$ cat config.mk
export PLATFORM = sky130hd
export DESIGN_NAME = mlpTop
export DESIGN_NICKNAME = d
export VERILOG_FILES = /design/src/hdl/nnPkg.sv /design/src/hdl/argMax.sv /design/src/hdl/denseLayer.sv /design/src/hdl/mlpTop.sv /design/src/hdl/neuron.sv
export VERILOG_INCLUDE_DIRS = /design/src /design/src/include
export SDC_FILE = /design/constraint.sdc
export NUM_CORES = 2
export LEC_CHECK = 0
export ABC_CLOCK_PERIOD_IN_PS = 10800
export BUFFER_PORTS_ARGS = -buffer_cell sky130_fd_sc_hd__buf_2
export CORE_ASPECT_RATIO = 1.75
export CORE_MARGIN = 5
export CORE_UTILIZATION = 40
export CTS_CLUSTER_SIZE = 16
export DETAILED_ROUTE_END_ITERATION = 7
export HOLD_SLACK_MARGIN = 0.08
export MAX_ROUTING_LAYER = met4
export PLACE_DENSITY = 0.54
export SYNTH_ARGS = -nofsm -noshare
export SYNTH_HDL_FRONTEND = slang
export SYNTH_HIERARCHICAL = 1
export SYNTH_SLANG_ARGS = --single-unit
$ cat constraint.sdc
create_clock -name clk -period 10.8 [get_ports clk]
set_input_delay 0 -clock clk [delete_from_list [all_inputs] [get_ports clk]]
set_output_delay 0 -clock clk [all_outputs]
set_load 0.005 [all_outputs]
$ cat src/include/nnWeights.svh
`ifndef NN_WEIGHTS_SVH
`define NN_WEIGHTS_SVH

// hidden layer, one row per neuron; each row lists input 14 first, input 0 last.
localparam inVec_t [hiddenCount-1:0] hiddenWeights = {
	{8'hF1, 8'hF8, 8'h63, 8'hFA, 8'hFE, 8'hD3, 8'h0E, 8'h06,
		8'hC6, 8'hEC, 8'hE4, 8'hDE, 8'h4A, 8'hC8, 8'h12}, // neuron 7.
	{8'h0A, 8'hE7, 8'h21, 8'hF3, 8'h05, 8'h3C, 8'hD9, 8'h11,
		8'hFC, 8'h28, 8'h0B, 8'hC4, 8'h17, 8'hF6, 8'h30}, // neuron 6.
	{8'hD2, 8'h19, 8'h07, 8'hE1, 8'h44, 8'hFD, 8'h13, 8'hB8,
		8'h26, 8'h09, 8'hEE, 8'h1F, 8'h02, 8'hDB, 8'h35}, // neuron 5.
	{8'h1C, 8'h03, 8'hCA, 8'h2E, 8'hF0, 8'h0D, 8'h52, 8'hE9,
		8'h08, 8'hBD, 8'h16, 8'hFB, 8'h2A, 8'h01, 8'hE3}, // neuron 4.
	{8'h27, 8'hF4, 8'h0F, 8'h39, 8'hC1, 8'h14, 8'hFF, 8'h23,
		8'hDA, 8'h06, 8'h4C, 8'hE6, 8'h0C, 8'h31, 8'hF7}, // neuron 3.
	{8'hE8, 8'h2D, 8'h18, 8'h04, 8'hDF, 8'h29, 8'h0B, 8'hC9,
		8'h3A, 8'h12, 8'hF2, 8'h07, 8'h5D, 8'hE0, 8'h1A}, // neuron 2.
	{8'h03, 8'hD6, 8'h46, 8'h15, 8'h0E, 8'hEA, 8'h33, 8'hF9,
		8'h1B, 8'hC7, 8'h24, 8'h10, 8'hE5, 8'h38, 8'h0D}, // neuron 1.
	{8'hF5, 8'h1E, 8'hE2, 8'h4B, 8'h0A, 8'h2F, 8'hCD, 8'h16,
		8'h05, 8'hF8, 8'h3B, 8'h20, 8'hD4, 8'h09, 8'h2C}  // neuron 0.
};

// hidden biases, neuron 7 first.
localparam hiddenVec_t hiddenBias = {
	8'hF9, 8'h12, 8'hE0, 8'h05, 8'h00, 8'hF4, 8'h1A, 8'h08
};

// output layer, one row per class; each row lists hidden 7 first.
localparam hiddenVec_t [outCount-1:0] outWeights = {
	{8'h1D, 8'hE6, 8'h0C, 8'h31, 8'hF2, 8'h08, 8'h27, 8'hCA}, // class 3.
	{8'hF4, 8'h22, 8'h15, 8'hD8, 8'h3E, 8'h0B, 8'hE9, 8'h19}, // class 2.
	{8'h0E, 8'hF7, 8'h2B, 8'h13, 8'hC5, 8'h36, 8'h04, 8'hE1}, // class 1.
	{8'h26, 8'h09, 8'hDC, 8'h1F, 8'h0A, 8'hEF, 8'h34, 8'h11}  // class 0.
};

// output biases, class 3 first.
localparam outVec_t outBias = {
	8'h04, 8'hF8, 8'h10, 8'h00
};

`endif

$ cat src/hdl/nnPkg.sv
`default_nettype none

package nnPkg;

	// word and layer sizes.
	localparam int actWidth = 8;
	localparam int inCount = 15;
	localparam int hiddenCount = 8;
	localparam int outCount = 4;
	localparam int classWidth = $clog2(outCount);

	// pipeline depths in clock cycles.
	localparam int neuronLatency = 3; // input reg, sum reg, relu reg.
	localparam int netLatency = 2 * neuronLatency + 1; // two layers plus arg-max.

	// one signed 8-bit activation, weight or bias.
	typedef logic signed [actWidth-1:0] act_t;

	// element 0 sits in the low byte.
	typedef act_t [inCount-1:0] inVec_t;
	typedef act_t [hiddenCount-1:0] hiddenVec_t;
	typedef act_t [outCount-1:0] outVec_t;

	// fixed weight and bias tables of both layers.
	`include "nnWeights.svh"

endpackage

`default_nettype wire

$ cat src/hdl/argMax.sv
`timescale 1ns/1ps
`default_nettype none

module argMax (
	input logic clk,
	input logic reset,
	input logic inValid,
	input nnPkg::outVec_t scores,
	output logic classValid,
	output logic [nnPkg::classWidth-1:0] classIndex,
	output nnPkg::act_t classScore
);

	import nnPkg::*;

	logic [classWidth-1:0] bestIndex;
	act_t bestScore;

	// unsigned compare is safe after relu. strict > keeps the lowest index on a tie.
	always_comb
	begin
		bestIndex = '0;
		bestScore = scores[0];
		for (int i = 1; i < outCount; i++)
		begin
			if ($unsigned(scores[i]) > $unsigned(bestScore))
			begin
				bestIndex = classWidth'(i);
				bestScore = scores[i];
			end
		end
	end

	always_ff @(posedge clk)
	begin
		if (reset)
		begin
			classValid <= 1'b0;
			classIndex <= '0;
			classScore <= '0;
		end
		else
		begin
			classValid <= inValid;
			if (inValid)
			begin
				classIndex <= bestIndex; // held until the next result.
				classScore <= bestScore;
			end
		end
	end

	for (genvar g = 0; g < outCount; g++)
	begin : gScoreCheck
		assert property (@(posedge clk) disable iff (reset)
			inValid |=> $unsigned(classScore) >= $unsigned($past(scores[g])))
			else $error("classScore %h below score %0d", classScore, g);
	end

endmodule

`default_nettype wire

$ cat src/hdl/denseLayer.sv
`timescale 1ns/1ps
`default_nettype none

module denseLayer #(
	parameter int fanIn = 15,
	parameter int width = 8,
	parameter nnPkg::act_t [width-1:0][fanIn-1:0] weights = '0,
	parameter nnPkg::act_t [width-1:0] bias = '0
) (
	input logic clk,
	input logic reset,
	input logic inValid,
	input nnPkg::act_t [fanIn-1:0] inData,
	output logic outValid,
	output nnPkg::act_t [width-1:0] outData
);

	import nnPkg::*;

	logic [neuronLatency-1:0] validPipe;

	for (genvar n = 0; n < width; n++)
	begin : gNeuron
		neuron #(
			.fanIn(fanIn),
			.weights(weights[n]),
			.bias(bias[n])
		) node (
			.clk(clk),
			.reset(reset),
			.in(inData),
			.out(outData[n])
		);
	end

	// strobe tracks the neuron pipeline.
	always_ff @(posedge clk)
	begin
		if (reset)
		begin
			validPipe <= '0;
		end
		else
		begin
			validPipe <= {validPipe[neuronLatency-2:0], inValid};
		end
	end

	assign outValid = validPipe[neuronLatency-1];

	// no strobe can emerge before a fresh input has crossed the pipeline.
	assert property (@(posedge clk) reset |=> !outValid [*neuronLatency])
		else $error("layer strobe high too soon after reset");

endmodule

`default_nettype wire

$ cat src/hdl/mlpTop.sv
`timescale 1ns/1ps
`default_nettype none

module mlpTop (
	input logic clk,
	input logic reset,
	input logic inValid,
	input nnPkg::inVec_t inData,
	output logic classValid,
	output logic [nnPkg::classWidth-1:0] classIndex,
	output nnPkg::act_t classScore
);

	import nnPkg::*;

	logic hiddenValid;
	hiddenVec_t hiddenData;
	logic scoreValid;
	outVec_t scoreData;

	denseLayer #(
		.fanIn(inCount),
		.width(hiddenCount),
		.weights(hiddenWeights),
		.bias(hiddenBias)
	) hiddenLayer (
		.clk(clk),
		.reset(reset),
		.inValid(inValid),
		.inData(inData),
		.outValid(hiddenValid),
		.outData(hiddenData)
	);

	denseLayer #(
		.fanIn(hiddenCount),
		.width(outCount),
		.weights(outWeights),
		.bias(outBias)
	) outputLayer (
		.clk(clk),
		.reset(reset),
		.inValid(hiddenValid),
		.inData(hiddenData),
		.outValid(scoreValid),
		.outData(scoreData)
	);

	argMax classifier (
		.clk(clk),
		.reset(reset),
		.inValid(scoreValid),
		.scores(scoreData),
		.classValid(classValid),
		.classIndex(classIndex),
		.classScore(classScore)
	);

	// one result per input, exactly netLatency cycles later.
	assert property (@(posedge clk) disable iff (reset)
		inValid |-> ##netLatency classValid)
		else $error("no classValid %0d cycles after inValid", netLatency);

	assert property (@(posedge clk) disable iff (reset)
		classValid |-> $past(inValid, netLatency))
		else $error("classValid without a matching inValid");

endmodule

`default_nettype wire

$ cat src/hdl/neuron.sv
`timescale 1ns/1ps
`default_nettype none

module neuron #(
	parameter int fanIn = 15,
	parameter nnPkg::act_t [fanIn-1:0] weights = '0,
	parameter nnPkg::act_t bias = '0
) (
	input logic clk,
	input logic reset,
	input nnPkg::act_t [fanIn-1:0] in,
	output nnPkg::act_t out
);

	import nnPkg::*;

	act_t [fanIn-1:0] inReg; // edge 1.
	act_t sum; // edge 2.
	act_t acc;

	// products keep their low byte, the sum wraps at 8 bits.
	always_comb
	begin
		acc = bias;
		for (int i = 0; i < fanIn; i++)
		begin
			acc = acc + act_t'(inReg[i] * weights[i]);
		end
	end

	always_ff @(posedge clk)
	begin
		if (reset)
		begin
			inReg <= '0;
			sum <= '0;
			out <= '0;
		end
		else
		begin
			inReg <= in;
			sum <= acc;
			if (sum[actWidth-1])
			begin
				out <= '0; // relu clamp.
			end
			else
			begin
				out <= sum;
			end
		end
	end

	// a zero input leaves only the clamped bias, neuronLatency cycles on.
	assert property (@(posedge clk) disable iff (reset)
		(in == '0) |-> ##neuronLatency (out == (bias[actWidth-1] ? act_t'(0) : bias)))
		else $error("neuron output %h does not follow a zero input", out);

endmodule

`default_nettype wire

==> metrics.txt <==
# TYPE chip_impl_metric gauge
chip_impl_metric{name="cp.arrival",unit="ns"} 9.73
chip_impl_metric{name="die_height",unit="µm"} 659.8
chip_impl_metric{name="synth.net_count",unit=""} 11700
chip_impl_info{name="crit_path_end_kind",value="register"} 1
chip_impl_metric{name="clock_skew",unit="ns"} 0.07404
chip_impl_metric{name="cts.repair.resized",unit=""} 0
chip_impl_metric{name="final_design_area_no_fill",unit="µm²"} 107200
chip_impl_info{name="setup.worst_path.class",value="register to register"} 1
chip_impl_metric{name="postSynthRegisterBits",unit=""} 1275
chip_impl_metric{name="cts.reportedPaths.clkPinSlew",unit="ns"} 0.07
chip_impl_metric{name="crit_path_max_incr_delay",unit="ns"} 0.55
chip_impl_metric{name="drt-pass1-iter-count",unit=""} 5
chip_impl_metric{name="ant_nets",unit=""} 1
chip_impl_metric{name="wire_per_inst",unit="µm"} 25.87
chip_impl_metric{name="number_of_levels_in_the_clock_h_tree",unit=""} 4
chip_impl_metric{name="max-cap-violations",unit=""} 0
chip_impl_metric{name="ys_async_sr_fraction",unit="%"} 0
chip_impl_metric{name="hold_viol_final",unit=""} 0
chip_impl_metric{name="die-width",unit="µm"} 381.3
chip_impl_metric{name="final_setup_viols",unit=""} 0
chip_impl_info{name="outcome",value="finished with violations"} 1
chip_impl_metric{name="grt_start_max_net_pins",unit=""} 174
chip_impl_metric{name="synth.yosys.seq_area_share",unit="%"} 26.45
chip_impl_metric{name="timing.final.max_slew_violations",unit=""} 0
chip_impl_metric{name="synth_enable_flop_cells",unit=""} 0
chip_impl_info{name="cts_tree",value="built"} 1
chip_impl_metric{name="final_nets",unit=""} 11970
chip_impl_info{name="most-common-layout-cells",value="inv_1, ha_1, dfxtp_1, fa_1, nor2b_1"} 1
chip_impl_metric{name="setup_total_negative_slack",unit="ns"} 0
chip_impl_metric{name="post_synth_instance_area",unit="µm²"} 96510
chip_impl_metric{name="clock.fmax",unit="GHz"} 0.1102
chip_impl_metric{name="dp.cells",unit=""} 12020
chip_impl_metric{name="floorplan.io_pins",unit=""} 134
chip_impl_metric{name="synth.lib_cells_used.distinct",unit=""} 59
chip_impl_info{name="violated_checks",value="antenna rules"} 1
chip_impl_metric{name="buffer_ports.inserted",unit=""} 133
chip_impl_metric{name="grtUsageTotal",unit="%"} 26.73
chip_impl_metric{name="hpwlAfterDp",unit="mm"} 260.2
chip_impl_info{name="setup_repair_after_global_routing_missed_its_margin",value="false"} 1
chip_impl_metric{name="timing.final.crit_share",unit="%"} 84.03
chip_impl_metric{name="holdBufCountCts",unit=""} 128
chip_impl_metric{name="layout-drive-gt1-share",unit="%"} 4.399
chip_impl_metric{name="viasPerCell",unit=""} 4.731
chip_impl_metric{name="final-instance-count-excl-fill",unit=""} 12640
chip_impl_metric{name="gr_ovfl_total",unit=""} 0
chip_impl_metric{name="start_util",unit="%"} 40.16
chip_impl_info{name="critPathLaunchType",value="register"} 1
chip_impl_metric{name="dpl-instance-area",unit="µm²"} 100600
chip_impl_metric{name="number_of_global_route_vias_before_repair",unit=""} 65320
chip_impl_metric{name="synth.yosys.warnings",unit=""} 6
chip_impl_metric{name="clk_path_buf_depth",unit=""} 4
chip_impl_metric{name="finalWirelength",unit="mm"} 326.9
chip_impl_metric{name="area_growth_syn_to_layout",unit="%"} 11.13
chip_impl_metric{name="worst-endpoint-required",unit="ns"} 11.45
chip_impl_info{name="clock_tree.root_cell",value="clkbuf_16"} 1
chip_impl_metric{name="relSlewSlack",unit="%"} 26.41
chip_impl_info{name="worst_path_max_delay_cell",value="fa_1"} 1
chip_impl_metric{name="core_region_area",unit="µm²"} 240300
chip_impl_metric{name="antenna_violations_before_repair",unit=""} 96
chip_impl_info{name="commonest_non_fill_non_tap_cell_in_the_layout",value="inv_1"} 1
chip_impl_info{name="min_path_type",value="primary input to register"} 1
chip_impl_info{name="synth_flop_cell",value="dfxtp_1"} 1
chip_impl_metric{name="drc",unit=""} 0
chip_impl_metric{name="die_area",unit="µm²"} 251600
chip_impl_metric{name="synthesized_instance_count",unit=""} 8896
chip_impl_metric{name="post_cts_buffers",unit=""} 0
chip_impl_metric{name="gpl.final_weighted_congestion",unit=""} 0.9686
chip_impl_metric{name="critical_path_peak_fanout",unit=""} 4
chip_impl_metric{name="grt_first_pass_wirelength",unit="mm"} 458.1
chip_impl_metric{name="timing_worst_slew_pin_value",unit="ns"} 1.104
chip_impl_metric{name="std_cell_rows",unit=""} 238
chip_impl_metric{name="number_of_buffers_created_by_cts",unit=""} 147
chip_impl_metric{name="worst_skew_pair.late_latency",unit="ns"} 0.84
chip_impl_metric{name="clock_sinks",unit=""} 1275
chip_impl_metric{name="route.vias.total",unit=""} 59780
chip_impl_metric{name="timing.final.crit_period",unit="ns"} 9.075
chip_impl_metric{name="syn-mean-instance-area",unit="µm²"} 10.85
chip_impl_info{name="path_common_cell",value="fa_1"} 1
chip_impl_metric{name="dr.first_iter.drc_count",unit=""} 3073
[kinds of logic after synthesis]
kind of cell | synth area share [%]
AOI/OAI and AO/OA | 1.413
xor gates and xnor gates | 10.70
adders and majority gates | 43.97
buffers and inverters | 8.710
DFF | 26.45
muxes | 0.1024
other | 0.04667
and+or+nand+nor | 8.611
[final cells by class]
cell class	instances	area (µm²)
inverter	2079	7804
antenna	242	605.6
clock inverter	64	688.2
sequential	1275	25520
multi-input combinational	5396	62580
clock buffer	187	4061
timing repair buffer	274	2079
tap	3120	3904
fill	22810	133100
[sequential cells by signal, indices dropped and copies added (netlist names)]
| name | count |
|---|---|
| outputLayer/gNeuron.node/out | 28 |
| hiddenLayer/gNeuron.node/inReg | 847 |
| outputLayer/gNeuron.node/sum | 32 |
| hiddenLayer/gNeuron.node/out | 56 |
| outputLayer/gNeuron.node/inReg | 231 |
| hiddenLayer/gNeuron.node/sum | 64 |
| classifier/classValid | 1 |
| hiddenLayer/validPipe | 3 |
| classifier/classScore | 8 |
| classifier/classIndex | 2 |
| outputLayer/validPipe | 3 |
[path summary, 6_finish.rpt]
kind / startpoint / endpoint / slack [ns] / cells after the start
worst max register to register: hiddenLayer/gNeuron[5].node/inReg[34] / hiddenLayer/gNeuron[5].node/sum[7] / 1.72 / 30
worst max-delay path: hiddenLayer/gNeuron[5].node/inReg[34] / hiddenLayer/gNeuron[5].node/sum[7] / 1.72 / 30
worst min register to register: hiddenLayer/gNeuron[1].node/sum[1] / hiddenLayer/gNeuron[1].node/out[1] / 0.42 / 1
worst min-delay path: inData[55] / hiddenLayer/gNeuron[0].node/inReg[55] / 0.14 / 3
[Yosys cell counts, types with 4 or more instances]
cell,number,share of area (%)
nor2b_1,1150,7.5
dfxtp_1,1275,26
buf_4,12,0.093
a21oi_1,83,0.43
nand3_1,4,0.021
xnor2_2,8,0.13
o21bai_1,13,0.10
nor3_1,11,0.057
o21ai_0,5,0.026
nand4_1,4,0.026
ha_1,1489,19
o31ai_1,7,0.054
inv_1,2079,8.1
xor2_1,168,1.5
nor2_1,74,0.29
o21ai_1,8,0.041
fa_1,1189,25
clkbuf_1,131,0.51
nand2_1,22,0.086
xnor2_1,916,8.3
mux2_2,7,0.082
a21o_1,68,0.53
conb_1,12,0.047
and2_1,88,0.57
xnor3_1,30,0.70
[per-layer routing]
layer	up-vias	part of all wire (%)	GRT usage [%]
li1	27340	-	-
met1	29930	33	25.18
met2	1708	54	49.31
met3	804	4.3	3.452
met4	0	8.8	20.09
met5	-	0	-
[worst max-delay path, delay by kind of cell (launching register included)]
family	cells	cell delay [ns]
XOR/XNOR	3	0.87
adder cells (fa/ha/maj)	14	6.68
buffers and inverters	10	0.58
AND/OR/NAND/NOR	1	0.04
flip-flops	1	0.41
AO/OA/AOI/OAI	2	0.35
[through the flow]
stage | utilization, % | worst slack (ns) | hold slack [ns]
floorplan | - | 2.141 | 0.07161
global placement | 41.86 | 1.694 | 0.2134
detailed placement | 41.86 | 1.731 | 0.2245
CTS | 44.37 | 1.700 | 0.08039
global route | 44.48 | 1.338 | 0.1220
finish | 44.63 | 1.725 | 0.1379
Power is not shown: default switching activity piles up to over one toggle a cycle in this logic, so the estimate is an artifact.
